File: src/design/dm_split_pkg.sv
package dm_split_pkg;

    // ====================
    // field widths
    // ====================

    // byte address of a request and of each chunk cut from it
    localparam int ADDR_W = 32;

    // byte length field, wide enough to hold a full 4 KB request (4096)
    localparam int LEN_W = 13;

    // the completion data word rides along with the header and is never altered
    localparam int DATA_W = 32;

    // ====================
    // request opcodes
    // ====================

    // only DM reads and writes reach the splitter
    // write payload beats are not modelled, so a write is a single header here
    typedef enum logic [0:0] {
        OP_READ  = 1'b0,
        OP_WRITE = 1'b1
    } req_op_e;

endpackage

File: src/design/dm_meta_ram.sv
`timescale 1ns/10ps

module dm_meta_ram #(
    parameter int NUM_TAGS = 256
) (
    input  logic                        clk,
    input  logic                        i_we,
    input  logic [$clog2(NUM_TAGS)-1:0] i_wtag,
    input  logic                        i_wbit,
    input  logic [$clog2(NUM_TAGS)-1:0] i_rtag,
    output logic                        o_rbit
);

    // one entry per tag holding the metadata bit the AFU sent with a read
    // the chunker overwrites that bit on the wire, so this is the only copy
    logic mem [NUM_TAGS];

    // written on the edge a read is accepted by decode
    always_ff @(posedge clk) begin
        if (i_we) begin
            mem[i_wtag] <= i_wbit;
        end
    end

    // read side is combinational so the fixup stage can use it in the
    // same cycle the completion header is presented
    assign o_rbit = mem[i_rtag];

endmodule

File: src/design/dm_req_decode.sv
`timescale 1ns/10ps

module dm_req_decode #(
    parameter int NUM_TAGS = 256
) (
    input  logic                             clk,
    input  logic                             rst_n,
    input  logic                             i_req_valid,
    output logic                             o_req_ready,
    input  dm_split_pkg::req_op_e            i_req_op,
    input  logic [dm_split_pkg::ADDR_W-1:0]  i_req_addr,
    input  logic [dm_split_pkg::LEN_W-1:0]   i_req_len,
    input  logic [$clog2(NUM_TAGS)-1:0]      i_req_tag,
    input  logic                             i_req_meta,
    output logic                             o_dec_valid,
    input  logic                             i_dec_ready,
    output dm_split_pkg::req_op_e            o_dec_op,
    output logic [dm_split_pkg::ADDR_W-1:0]  o_dec_addr,
    output logic [dm_split_pkg::LEN_W-1:0]   o_dec_len,
    output logic [$clog2(NUM_TAGS)-1:0]      o_dec_tag,
    output logic                             o_dec_meta,
    output logic                             o_ram_we,
    output logic [$clog2(NUM_TAGS)-1:0]      o_ram_tag,
    output logic                             o_ram_bit
);
    import dm_split_pkg::*;

    logic dec_full;
    logic req_accept;

    // the holding register takes a new request when it is empty, or when
    // the chunker pulls the current one out on this same edge
    assign o_req_ready = !dec_full || i_dec_ready;
    assign req_accept  = i_req_valid && o_req_ready;
    assign o_dec_valid = dec_full;

    always_ff @(posedge clk) begin
        if (!rst_n) begin
            dec_full <= 1'b0;
        end else if (req_accept) begin
            dec_full <= 1'b1;
        end else if (i_dec_ready) begin
            dec_full <= 1'b0;
        end
    end

    // request fields, loaded on acceptance and seen by the chunker next cycle
    always_ff @(posedge clk) begin
        if (req_accept) begin
            o_dec_op   <= i_req_op;
            o_dec_addr <= i_req_addr;
            o_dec_len  <= i_req_len;
            o_dec_tag  <= i_req_tag;
            o_dec_meta <= i_req_meta;
        end
    end

    // reads get their original metadata bit parked in the tag RAM
    // this lands two edges before the first chunk can leave the chunker,
    // so any completion for the tag finds the entry already written
    assign o_ram_we  = req_accept && (i_req_op == OP_READ);
    assign o_ram_tag = i_req_tag;
    assign o_ram_bit = i_req_meta;

    // a zero length request would reach the chunker as an empty chunk
    a_req_len_nonzero: assert property (@(posedge clk) disable iff (!rst_n)
        req_accept |-> (i_req_len != '0));

endmodule

File: src/design/dm_req_chunker.sv
`timescale 1ns/10ps

module dm_req_chunker #(
    parameter int REQ_MAX_BYTES = 256,
    parameter int NUM_TAGS      = 256
) (
    input  logic                             clk,
    input  logic                             rst_n,
    input  logic                             i_dec_valid,
    output logic                             o_dec_ready,
    input  dm_split_pkg::req_op_e            i_dec_op,
    input  logic [dm_split_pkg::ADDR_W-1:0]  i_dec_addr,
    input  logic [dm_split_pkg::LEN_W-1:0]   i_dec_len,
    input  logic [$clog2(NUM_TAGS)-1:0]      i_dec_tag,
    input  logic                             i_dec_meta,
    output logic                             o_tx_valid,
    input  logic                             i_tx_ready,
    output dm_split_pkg::req_op_e            o_tx_op,
    output logic [dm_split_pkg::ADDR_W-1:0]  o_tx_addr,
    output logic [dm_split_pkg::LEN_W-1:0]   o_tx_len,
    output logic [$clog2(NUM_TAGS)-1:0]      o_tx_tag,
    output logic                             o_tx_meta,
    output logic                             o_tx_no_commit,
    output logic                             o_tx_last
);
    import dm_split_pkg::*;

    localparam int OFF_W = $clog2(REQ_MAX_BYTES);
    localparam int TAG_W = $clog2(NUM_TAGS);

    typedef enum logic {
        CH_IDLE,
        CH_SPLIT
    } ch_state_e;

    ch_state_e         state;
    req_op_e           cur_op;
    logic [ADDR_W-1:0] cur_addr;
    logic [LEN_W-1:0]  rem_len;
    logic [TAG_W-1:0]  cur_tag;
    logic              cur_meta;
    logic [LEN_W-1:0]  to_boundary;
    logic [LEN_W-1:0]  chunk_len;
    logic              chunk_last;
    logic              dec_accept;
    logic              tx_fire;

    // ====================
    // chunk geometry
    // ====================

    // bytes left before the next REQ_MAX_BYTES aligned address
    // after the first chunk the address is aligned and this is a full chunk
    assign to_boundary = LEN_W'(REQ_MAX_BYTES) - LEN_W'(cur_addr[OFF_W-1:0]);
    assign chunk_last  = (rem_len <= to_boundary);
    assign chunk_len   = chunk_last ? rem_len : to_boundary;

    // the next request is taken while idle, or on the edge the final chunk leaves
    assign tx_fire     = o_tx_valid && i_tx_ready;
    assign o_dec_ready = (state == CH_IDLE) || (tx_fire && chunk_last);
    assign dec_accept  = i_dec_valid && o_dec_ready;

    // ====================
    // state and progress
    // ====================

    always_ff @(posedge clk) begin
        if (!rst_n) begin
            state <= CH_IDLE;
        end else if (dec_accept) begin
            state <= CH_SPLIT;
        end else if (tx_fire && chunk_last) begin
            state <= CH_IDLE;
        end
    end

    // address walks forward and the remainder shrinks by each chunk sent
    always_ff @(posedge clk) begin
        if (dec_accept) begin
            cur_op   <= i_dec_op;
            cur_addr <= i_dec_addr;
            rem_len  <= i_dec_len;
            cur_tag  <= i_dec_tag;
            cur_meta <= i_dec_meta;
        end else if (tx_fire) begin
            cur_addr <= cur_addr + ADDR_W'(chunk_len);
            rem_len  <= rem_len - chunk_len;
        end
    end

    // ====================
    // outgoing chunk
    // ====================

    assign o_tx_valid = (state == CH_SPLIT);
    assign o_tx_op    = cur_op;
    assign o_tx_addr  = cur_addr;
    assign o_tx_len   = chunk_len;
    assign o_tx_tag   = cur_tag;
    assign o_tx_last  = chunk_last;

    // reads mark only the last chunk so its completion is the one that keeps FC
    // writes leave metadata alone and hold off the commit until the end
    assign o_tx_meta      = (cur_op == OP_READ) ? chunk_last : cur_meta;
    assign o_tx_no_commit = (cur_op == OP_WRITE) && !chunk_last;

    a_no_boundary_cross: assert property (@(posedge clk) disable iff (!rst_n)
        o_tx_valid |-> (((o_tx_addr + ADDR_W'(o_tx_len) - ADDR_W'(1)) >> OFF_W)
                        == (o_tx_addr >> OFF_W)));

    a_chunk_len_range: assert property (@(posedge clk) disable iff (!rst_n)
        o_tx_valid |-> ((o_tx_len != '0) && (o_tx_len <= LEN_W'(REQ_MAX_BYTES))));

    // a held chunk must not change under back-pressure
    a_tx_hold: assert property (@(posedge clk) disable iff (!rst_n)
        (o_tx_valid && !i_tx_ready) |=> (o_tx_valid && $stable(o_tx_addr)
            && $stable(o_tx_len) && $stable(o_tx_tag) && $stable(o_tx_op)
            && $stable(o_tx_meta) && $stable(o_tx_last) && $stable(o_tx_no_commit)));

endmodule

File: src/design/dm_cpl_fixup.sv
`timescale 1ns/10ps

module dm_cpl_fixup #(
    parameter int NUM_TAGS = 256
) (
    input  logic                             clk,
    input  logic                             rst_n,
    input  logic                             i_cpl_valid,
    output logic                             o_cpl_ready,
    input  logic                             i_cpl_dm,
    input  logic [$clog2(NUM_TAGS)-1:0]      i_cpl_tag,
    input  logic                             i_cpl_meta,
    input  logic                             i_cpl_fc,
    input  logic [dm_split_pkg::DATA_W-1:0]  i_cpl_data,
    output logic [$clog2(NUM_TAGS)-1:0]      o_rtag,
    input  logic                             i_rbit,
    output logic                             o_rx_valid,
    input  logic                             i_rx_ready,
    output logic [$clog2(NUM_TAGS)-1:0]      o_rx_tag,
    output logic                             o_rx_meta,
    output logic                             o_rx_fc,
    output logic [dm_split_pkg::DATA_W-1:0]  o_rx_data
);

    logic cpl_accept;

    // a single output register, refilled on the edge it drains
    assign o_cpl_ready = !o_rx_valid || i_rx_ready;
    assign cpl_accept  = i_cpl_valid && o_cpl_ready;

    // look up the original metadata of the incoming completion's tag
    assign o_rtag = i_cpl_tag;

    always_ff @(posedge clk) begin
        if (!rst_n) begin
            o_rx_valid <= 1'b0;
        end else if (cpl_accept) begin
            o_rx_valid <= 1'b1;
        end else if (i_rx_ready) begin
            o_rx_valid <= 1'b0;
        end
    end

    always_ff @(posedge clk) begin
        if (cpl_accept) begin
            o_rx_tag  <= i_cpl_tag;
            o_rx_data <= i_cpl_data;
            if (i_cpl_dm) begin
                // the echoed bit is set only for the final chunk of a read,
                // so FC survives on that completion alone
                o_rx_fc   <= i_cpl_fc && i_cpl_meta;
                o_rx_meta <= i_rbit;
            end else begin
                // Non-DM traffic is not touched
                o_rx_fc   <= i_cpl_fc;
                o_rx_meta <= i_cpl_meta;
            end
        end
    end

endmodule

File: src/design/dm_req_splitter_top.sv
`timescale 1ns/10ps

module dm_req_splitter_top #(
    parameter int REQ_MAX_BYTES = 256,
    parameter int NUM_TAGS      = 256
) (
    input  logic                             clk,
    input  logic                             rst_n,
    input  logic                             i_req_valid,
    output logic                             o_req_ready,
    input  dm_split_pkg::req_op_e            i_req_op,
    input  logic [dm_split_pkg::ADDR_W-1:0]  i_req_addr,
    input  logic [dm_split_pkg::LEN_W-1:0]   i_req_len,
    input  logic [$clog2(NUM_TAGS)-1:0]      i_req_tag,
    input  logic                             i_req_meta,
    output logic                             o_tx_valid,
    input  logic                             i_tx_ready,
    output dm_split_pkg::req_op_e            o_tx_op,
    output logic [dm_split_pkg::ADDR_W-1:0]  o_tx_addr,
    output logic [dm_split_pkg::LEN_W-1:0]   o_tx_len,
    output logic [$clog2(NUM_TAGS)-1:0]      o_tx_tag,
    output logic                             o_tx_meta,
    output logic                             o_tx_no_commit,
    output logic                             o_tx_last,
    input  logic                             i_cpl_valid,
    output logic                             o_cpl_ready,
    input  logic                             i_cpl_dm,
    input  logic [$clog2(NUM_TAGS)-1:0]      i_cpl_tag,
    input  logic                             i_cpl_meta,
    input  logic                             i_cpl_fc,
    input  logic [dm_split_pkg::DATA_W-1:0]  i_cpl_data,
    output logic                             o_rx_valid,
    input  logic                             i_rx_ready,
    output logic [$clog2(NUM_TAGS)-1:0]      o_rx_tag,
    output logic                             o_rx_meta,
    output logic                             o_rx_fc,
    output logic [dm_split_pkg::DATA_W-1:0]  o_rx_data
);
    import dm_split_pkg::*;

    localparam int TAG_W = $clog2(NUM_TAGS);

    // ====================
    // decode to chunker
    // ====================

    logic              dec_valid;
    logic              dec_ready;
    req_op_e           dec_op;
    logic [ADDR_W-1:0] dec_addr;
    logic [LEN_W-1:0]  dec_len;
    logic [TAG_W-1:0]  dec_tag;
    logic              dec_meta;

    // tag RAM write side from decode, read side from fixup
    logic              ram_we;
    logic [TAG_W-1:0]  ram_wtag;
    logic              ram_wbit;
    logic [TAG_W-1:0]  ram_rtag;
    logic              ram_rbit;

    dm_req_decode #(.NUM_TAGS(NUM_TAGS)) decode_inst (
        .clk, .rst_n,
        .i_req_valid, .o_req_ready, .i_req_op, .i_req_addr, .i_req_len,
        .i_req_tag, .i_req_meta,
        .o_dec_valid(dec_valid), .i_dec_ready(dec_ready), .o_dec_op(dec_op),
        .o_dec_addr(dec_addr), .o_dec_len(dec_len), .o_dec_tag(dec_tag),
        .o_dec_meta(dec_meta),
        .o_ram_we(ram_we), .o_ram_tag(ram_wtag), .o_ram_bit(ram_wbit)
    );

    dm_meta_ram #(.NUM_TAGS(NUM_TAGS)) meta_ram_inst (
        .clk,
        .i_we(ram_we), .i_wtag(ram_wtag), .i_wbit(ram_wbit),
        .i_rtag(ram_rtag), .o_rbit(ram_rbit)
    );

    dm_req_chunker #(.REQ_MAX_BYTES(REQ_MAX_BYTES), .NUM_TAGS(NUM_TAGS)) chunker_inst (
        .clk, .rst_n,
        .i_dec_valid(dec_valid), .o_dec_ready(dec_ready), .i_dec_op(dec_op),
        .i_dec_addr(dec_addr), .i_dec_len(dec_len), .i_dec_tag(dec_tag),
        .i_dec_meta(dec_meta),
        .o_tx_valid, .i_tx_ready, .o_tx_op, .o_tx_addr, .o_tx_len, .o_tx_tag,
        .o_tx_meta, .o_tx_no_commit, .o_tx_last
    );

    // completions return on the FIM side and leave toward the AFU repaired
    dm_cpl_fixup #(.NUM_TAGS(NUM_TAGS)) fixup_inst (
        .clk, .rst_n,
        .i_cpl_valid, .o_cpl_ready, .i_cpl_dm, .i_cpl_tag, .i_cpl_meta,
        .i_cpl_fc, .i_cpl_data,
        .o_rtag(ram_rtag), .i_rbit(ram_rbit),
        .o_rx_valid, .i_rx_ready, .o_rx_tag, .o_rx_meta, .o_rx_fc, .o_rx_data
    );

endmodule

File: config.mk
export PLATFORM = sky130hd
export DESIGN_NAME = dm_req_splitter_top
export DESIGN_NICKNAME = d
export VERILOG_FILES = /design/src/design/dm_split_pkg.sv /design/src/design/dm_meta_ram.sv /design/src/design/dm_req_decode.sv /design/src/design/dm_req_chunker.sv /design/src/design/dm_cpl_fixup.sv /design/src/design/dm_req_splitter_top.sv
export SDC_FILE = /design/constraint.sdc
export NUM_CORES = 1
export LEC_CHECK = 0
export ABC_CLOCK_PERIOD_IN_PS = 6930
export BUFFER_PORTS_ARGS = -buffer_cell sky130_fd_sc_hd__buf_4
export CORE_MARGIN = 4
export CORE_UTILIZATION = 50
export CTS_CLUSTER_DIAMETER = 120
export DETAILED_ROUTE_END_ITERATION = 12
export PLACE_DENSITY = 0.7
export SETUP_SLACK_MARGIN = 0.4
export SYNTH_ARGS = -nofsm -noshare
export SYNTH_HDL_FRONTEND = slang
export SYNTH_SLANG_ARGS = --single-unit
File: constraint.sdc
create_clock -name clk -period 6.93 [get_ports clk]
set_input_delay 1.386 -clock clk [delete_from_list [all_inputs] [get_ports clk]]
set_output_delay 1.386 -clock clk [all_outputs]
set_load 0.01 [all_outputs]
==> results.md, run 1 <==
* Worst-path clk slew at 0.06 ns
* Mean Syn Cell Area at around 13 um^2
* Leakage at 7.511 nW
* Total core area at between 0.03 and 0.04 mm^2
* Yosys reg bits at approximately 410
* CP delay by family, top: compound AO/OA/AOI/OAI gates
* Least-Margin Pin Slew at ~1.2 ns
* Io pins at 207
* Slowest CP cell: o31ai_2
* Synth area leader: edfxtp_1
* Vias in the first global route at 11830
* Routed len/inst at 20.79 um
* CTS tree: yes
* Total grt overflow at 0
* Net total in the final layout at 1749
* Initial DRC Count at between 900 and 1000
* Synthesized cell area at 0.01874 mm^2
* First-pass GRT wire length at 67880 um
* CTS root buf: clkbuf_16
* Setup Viol. Count Final at 0
* DRT Wirelength at roughly 44000 um
* Later-pin clock latency in the skew report at 0.56 ns
* Buf/Inv on CP at 1
* Crit path kind: register to register
* Asr flop ratio synth at 0%
* Top cell type's share of synthesized area at 65.38%
* Fin cells at 2114
* Fraction of final layout cells sized beyond drive strength 1 at between 20% and 30%
* Fill count at 2919
* Final HPWL DP at 29170 um
* CP Capture Type: register
* DR WL met2 at 21260 um
* Post-CTS setup buffers at 0
* RSZ-0062 raised after global routing: no
* Synth top area cells: edfxtp_1 (65%), mux4_2 (6.4%), nor2_1 (5.8%)
* Clock buffer count from CTS at 44
* Tmin final at 6.057 ns
* # placed instances at 2033
* Die Wd at 201.6 um
* Die Area at 0.04064 mm^2
* CP Max Fanout at 14
* Clock tree sinks at slightly above 400
* Total global-route track usage at 21.16%
* Seq/Total Area, Yosys at 65.70%
* Top Metal Used: met4
* Cells after Synth at 1418
* CTS Hold Bufs at 0
* Initial antenna violation count at 2
* WP data arrival at roughly 6.4 ns
* Initial Util at 50.94%
* Final Max Tran Viols at 0
* Fin. Hold Viols at 0
* Worst setup margin at 0.8730 ns
* Post-synth cell types at 64
* Element type at the critical path start: register
* Setup TNS at 0 ns
* Tcrit/Tclk final at roughly 87%
* Rel. slew slack at about a fifth
* Post-synth EDFFs at between 400 and 500
* Cts repair resizes at 0
* Largest stage delay on the critical path at between 0.9 and 1 ns
* Syn. warnings at 0
* M1 wire length at around 18000 um
* Hold WC Path Type: register to register
* Met3 wire length at 3098 um
* # Max-Cap Violations at 0
* Worst vdd ir at 0.0002047 V
* F_max at 0.1651 GHz
* Pre-CTS WS at 0.9514 ns
* Worst path cell trace: or3_1 > or2_2 > nor4_1 > xnor2_1 > inv_1 > ha_1 > nand4_1 > o32a_1 > or2_2 > mux2_2 > ha_1 > a211oi_1 > o21a_1 > nor3_2 > o31ai_2 > a211oi_1 > xnor2_1 > o21ai_0
* Site Rows at 70
* DR vias at 12130
* H-tree depth at 2
* Clk_skew at approximately 0.021 ns
* Placer Congestion at a little under 0.9
* Predominant post-synthesis flop cell: edfxtp_1
* Vias per cell at 5.737
* Die height at 201.6 um
* Area Growth Syn to Fin at 17.39%
* ANT nets after route at 0
* Clk buf depth at 3
* Pin count of the biggest net entering global routing at ~140
* Port-buffer cells at between 200 and 250
* Status: finished, final reports clean
* Power per cell area at 307.5 mW/mm^2
* Drc violations at 0
* DR pass1 iterations at 7
* WP data required at 7.23 ns
report_power, final:
part | total, mW | internal [mW] | switching [mW]
Combinational | 1.54 | 0.664 | 0.874
Clock | 2.21 | 1.28 | 0.931
Sequential | 3.02 | 2.92 | 0.0998
Total | 6.76 | 4.86 | 1.90
cells by family after synthesis:
logic type / count (synthesis) / share of synthesized area [%]
adder cells (fa/ha/maj): 34 / 2.350
other: 1 / 0.02001
multiplexers: 94 / 8.713
XOR/XNOR: 45 / 2.103
AO/OA/AOI/OAI: 159 / 5.696
buffers and inverters: 114 / 2.738
flip-flops: 411 / 65.70
AND/OR/NAND/NOR: 560 / 12.68
stage by stage:
step	hold slack, ns	area, um^2	utilization [%]	total power [mW]
after floorplan	0.4003	18770	-	4.106
after global placement	0.4008	20650	56.14	4.558
after detailed placement	0.4093	20650	56.14	4.593
after CTS	0.4211	21990	59.79	6.810
after global routing	0.4233	22000	59.80	7.122
final	0.4212	22000	59.80	6.764
layout by cell type, fill, tap and decap left out, types with 14 or more instances in the layout:
cell       count
mux2i_1       18
a21oi_1       21
nor2_1       290
o21ai_0       60
nand3_1       24
mux2_2        23
inv_1         38
ha_1          32
xnor2_1       33
edfxtp_1     408
nand2_1      157
buf_4        215
mux4_2        53
nor3_1        17
a211oi_1      14
clkbuf_16     45
flip-flops by register name, indices dropped and copies added (netlist names), 8 cells and up:
signal	flops
chunker_inst.rem_len	13
meta_ram_inst.mem	256
decode_inst.o_dec_addr	32
chunker_inst.o_tx_addr	32
fixup_inst.o_rx_tag	8
decode_inst.o_dec_tag	8
chunker_inst.o_tx_tag	8
fixup_inst.o_rx_data	32
decode_inst.o_dec_len	13
synth_stat cells, types with 9 or more instances:
master	n
edfxtp_1	408
nor2_1	290
nand2_1	159
o21ai_0	60
mux4_2	53
inv_1	38
clkbuf_1	37
xnor2_1	33
ha_1	32
nand3_1	24
mux2_2	23
a21oi_1	22
mux2i_1	18
nor3_1	18
a211oi_1	14
buf_2	14
a22oi_1	12
nand2b_1	12
xor2_1	12
buf_1	11
buf_4	10
or3_1	9
area by class of cell:
class / count / area (um^2) / area share (%)
diodes: 2 / 5.005 / 0.02275
clock buffers: 58 / 1185 / 5.386
clock inverters: 21 / 156.4 / 0.7110
inverters: 38 / 142.6 / 0.6484
multi-input cells: 900 / 5987 / 27.22
flip-flops and latches: 411 / 12310 / 55.97
well taps: 468 / 585.6 / 2.662
repair buffers: 216 / 1625 / 7.388
path summary, 6_finish.rpt:
path / from / endpoint / slack, ns / cells past startpoint
worst max-delay path: chunker_inst.o_tx_addr[3] / chunker_inst.o_tx_addr[29] / 0.87 / 18
worst min-delay path: decode_inst.o_dec_tag[6] / chunker_inst.o_tx_tag[6] / 0.42 / 0
worst max register to register: chunker_inst.o_tx_addr[3] / chunker_inst.o_tx_addr[29] / 0.87 / 18
worst min register to register: decode_inst.o_dec_tag[6] / chunker_inst.o_tx_tag[6] / 0.42 / 0
layer usage:
| layer | vias up | track usage, % |
|---|---|---|
| li1 | 5587 | - |
| met1 | 6009 | 28.89 |
| met2 | 445 | 34.19 |
| met3 | 87 | 4.480 |
| met4 | 0 | 7.153 |
| met5 | - | 0 |
(Power assumes the default switching activity.)
==> run 2: changes to the inputs <==
==> constraint.sdc (replaced) <==
create_clock -name clk -period 6.93 [get_ports clk]
set_input_delay 0 -clock clk [delete_from_list [all_inputs] [get_ports clk]]
set_output_delay 0 -clock clk [all_outputs]
set_load 0.01 [all_outputs]
==> results.md, run 2 (synthesized netlist as in run 1, its figures left out) <==
* Leakage at 7.925 nW (+5.5%)
* DR pass1 iterations at 5 (-2)
* Power per cell area at 295.2 mW/mm^2 (-4.0%)
* DRT Wirelength at 45850 um (+4.3%)
* Worst-path clk slew at 0.06 ns (about the same)
* M3 GR Usage at 3.497% (-0.98 points)
* Total global-route track usage at 22.16% (+1.0 points)
* Setup TNS at 0 ns (unchanged)
* Setup crit start: chunker_inst.o_tx_addr[3]
* Crit path kind: register to register
* Overall power at 6.790 mW (+0.38%)
* Seq pwr share at 44.5% (about the same)
* Clock power share at 32.1% (-0.5 points)
* Die height at 201.6 um (unchanged)
* R2R Path Start: chunker_inst.o_tx_addr[3]
* HP Start: i_req_meta
* Site Rows at 70 (unchanged)
* CP Max Fanout at 14 (unchanged)
* RSZ-0062 raised after global routing: no
* WP data required at 7.22 ns (about the same)
* CP Capture Type: register
* Element type at the critical path start: register
* Fin. Hold Viols at 0 (unchanged)
* Worst r2r path cells at 19 (+1)
* # Max-Cap Violations at 0 (unchanged)
* Placer Congestion at 0.8897 (+0.11%)
* P_int at 4.874 mW (+0.29%)
* ANT nets after route at 0 (unchanged)
* H-tree depth at 2 (unchanged)
* Tmin final at 6.002 ns (-0.05467 ns)
* Net total in the final layout at 1852 (+5.9%)
* Top reg by flops: meta_ram_inst.mem
* Initial antenna violation count at 1 (-1)
* DR vias at 12640 (+4.2%)
* Rel. slew slack at 19.01% (+0.12 points)
* Tcrit/Tclk final at 86.61% (-0.79 points)
* Vias per cell at 5.703 (-0.59%)
* Final HPWL DP at 29150 um (about the same)
* Fill count at 2783 (-4.7%)
* Initial Util at 50.94% (unchanged)
* Cts repair resizes at 0 (unchanged)
* Die Area at 0.04064 mm^2 (unchanged)
* Routed len/inst at 20.69 um (-0.47%)
* Met2 usage at 36.45% (+2.3 points)
* Logic pwr share at 23.4% (+0.7 points)
* Clk_skew at 0.01469 ns (-0.006483 ns)
* Pin count of the biggest net entering global routing at 139 (unchanged)
* Status: finished, final reports clean
* Commonest non-fill, non-tap cell in the layout: edfxtp_1
* Fraction of final layout cells sized beyond drive strength 1 at 21.06% (-1.7 points)
* First-pass GRT wire length at 71430 um (+5.2%)
* Port-buffer cells at 202 (unchanged)
* Drc violations at 0 (unchanged)
* Least-Margin Pin Slew at 1.215 ns (-0.001850 ns)
* Busiest grt layer: met2
* Net Switching at 1.916 mW (+0.61%)
* Later-pin clock latency in the skew report at 0.55 ns (about the same)
* Area Growth Syn to Fin at 22.76%
* Total core area at 0.03679 mm^2 (unchanged)
* Max FFs per register at 256 (unchanged)
* Hold WC Path Type: input pin to register
* Post-CTS setup buffers at 0 (unchanged)
* CTS root buf: clkbuf_16
* F_max at 0.1666 GHz (+0.91%)
* Clock buffer count from CTS at 44 (unchanged)
* Worst vdd ir at 0.0002341 V (+14%)
* Clk buf depth at 3 (unchanged)
* Final Max Tran Viols at 0 (unchanged)
* Vias in the first global route at 12680 (+7.2%)
* Initial DRC Count at 990 (+8.1%)
* CTS tree: yes
* Die Wd at 201.6 um (unchanged)
* Total grt overflow at 0 (unchanged)
* Setup Viol. Count Final at 0 (unchanged)
* WP data arrival at 6.29 ns (-0.06 ns)
* Io pins at 207 (unchanged)
* Net switching fraction of the power at 28.22% (+0.063 points)
* Commonest non-fill, non-tap cells in the layout: edfxtp_1 (408), nor2_1 (290), buf_4 (215), nand2_1 (157), dlygate4sd3_1 (103)
* M1 GR Usage at 30.07% (+1.2 points)
* CTS Hold Bufs at 103 (+103)
* Hold Crit Depth at 1 (+1)
* Clock tree sinks at 411 (unchanged)
-- run 2: cell types whose count changed in the layout (fill, tap and decap cells not counted) --
cell           before  now
diode_2             2    1
dlygate4sd3_1       0  103
clkinv_4            0    1
clkbuf_8            1    2
bufinv_16           2    1
clkinv_1            7   11
clkinvlp_4          1    0
clkbuf_1           12   14
clkinv_2            9    3
-- run 2: layer usage --
layer  up-vias  routed length (um)
met5         -                   0
met2       486               22510
li1       5790                   -
met1      6257               18510
met3       105                3188
met4         0                1643
-- run 2: power groups by stage --
stage                     clock [mW]  combinational (mW)  sequential (mW)
final                           2.18                1.59             3.02
after global routing            2.33                1.77             3.03
after CTS                       2.22                1.58             3.02
after detailed placement           0                1.52             3.07
after global placement             0                1.49             3.06
after floorplan                    0                1.04             3.07
-- run 2: critical path, cell delays in order, from the launching register on --
cell and delay [ns]:
edfxtp_1 0.47, or3_1 0.41, or2_2 0.30, nor4_1 0.25, xnor2_1 0.18, inv_1 0.07
ha_1 0.30, nand4_1 0.12, a31oi_1 0.16, o32a_1 0.31, or2_2 0.34, mux2_2 0.42
ha_1 0.30, a211oi_1 0.34, o21a_1 0.21, nor3_2 0.07, o31ai_2 0.89, a211oi_1 0.26
xnor2_1 0.24, o21ai_0 0.10
-- run 2: final timing paths --
check	end	slack, ns
worst max register to register	chunker_inst.o_tx_addr[29]	0.93
worst min-delay path	meta_ram_inst.mem[63]	0.05
worst max-delay path	chunker_inst.o_tx_addr[29]	0.93
worst min register to register	chunker_inst.o_tx_tag[0]	0.42
-- run 2: final cells by class --
class / instances / area (um^2) / area share, %
multi-input cells: 900 / 5987 / 26.03
inverters: 38 / 142.6 / 0.6200
flip-flops and latches: 411 / 12310 / 53.52
clock inverters: 18 / 112.6 / 0.4895
diodes: 1 / 2.502 / 0.01088
clock buffers: 61 / 1206 / 5.243
repair buffers: 319 / 2656 / 11.55
well taps: 468 / 585.6 / 2.545
-- run 2: through the flow --
| stage | cells | cell area, um^2 | hold slack, ns | utilization [%] | worst slack (ns) |
|---|---|---|---|---|---|
| CTS | 2215 | 23000 | 0.04376 | 62.53 | 0.9883 |
| global placement | 2033 | 20650 | 0.1784 | 56.14 | 1.171 |
| finish | 2216 | 23000 | 0.04971 | 62.54 | 0.9277 |
| floorplan | 1425 | 18770 | 0.09887 | - | 0.5721 |
| detailed placement | 2033 | 20650 | 0.1795 | 56.14 | 0.9734 |
| global route | 2216 | 23000 | 0.08431 | 62.54 | 0.5261 |
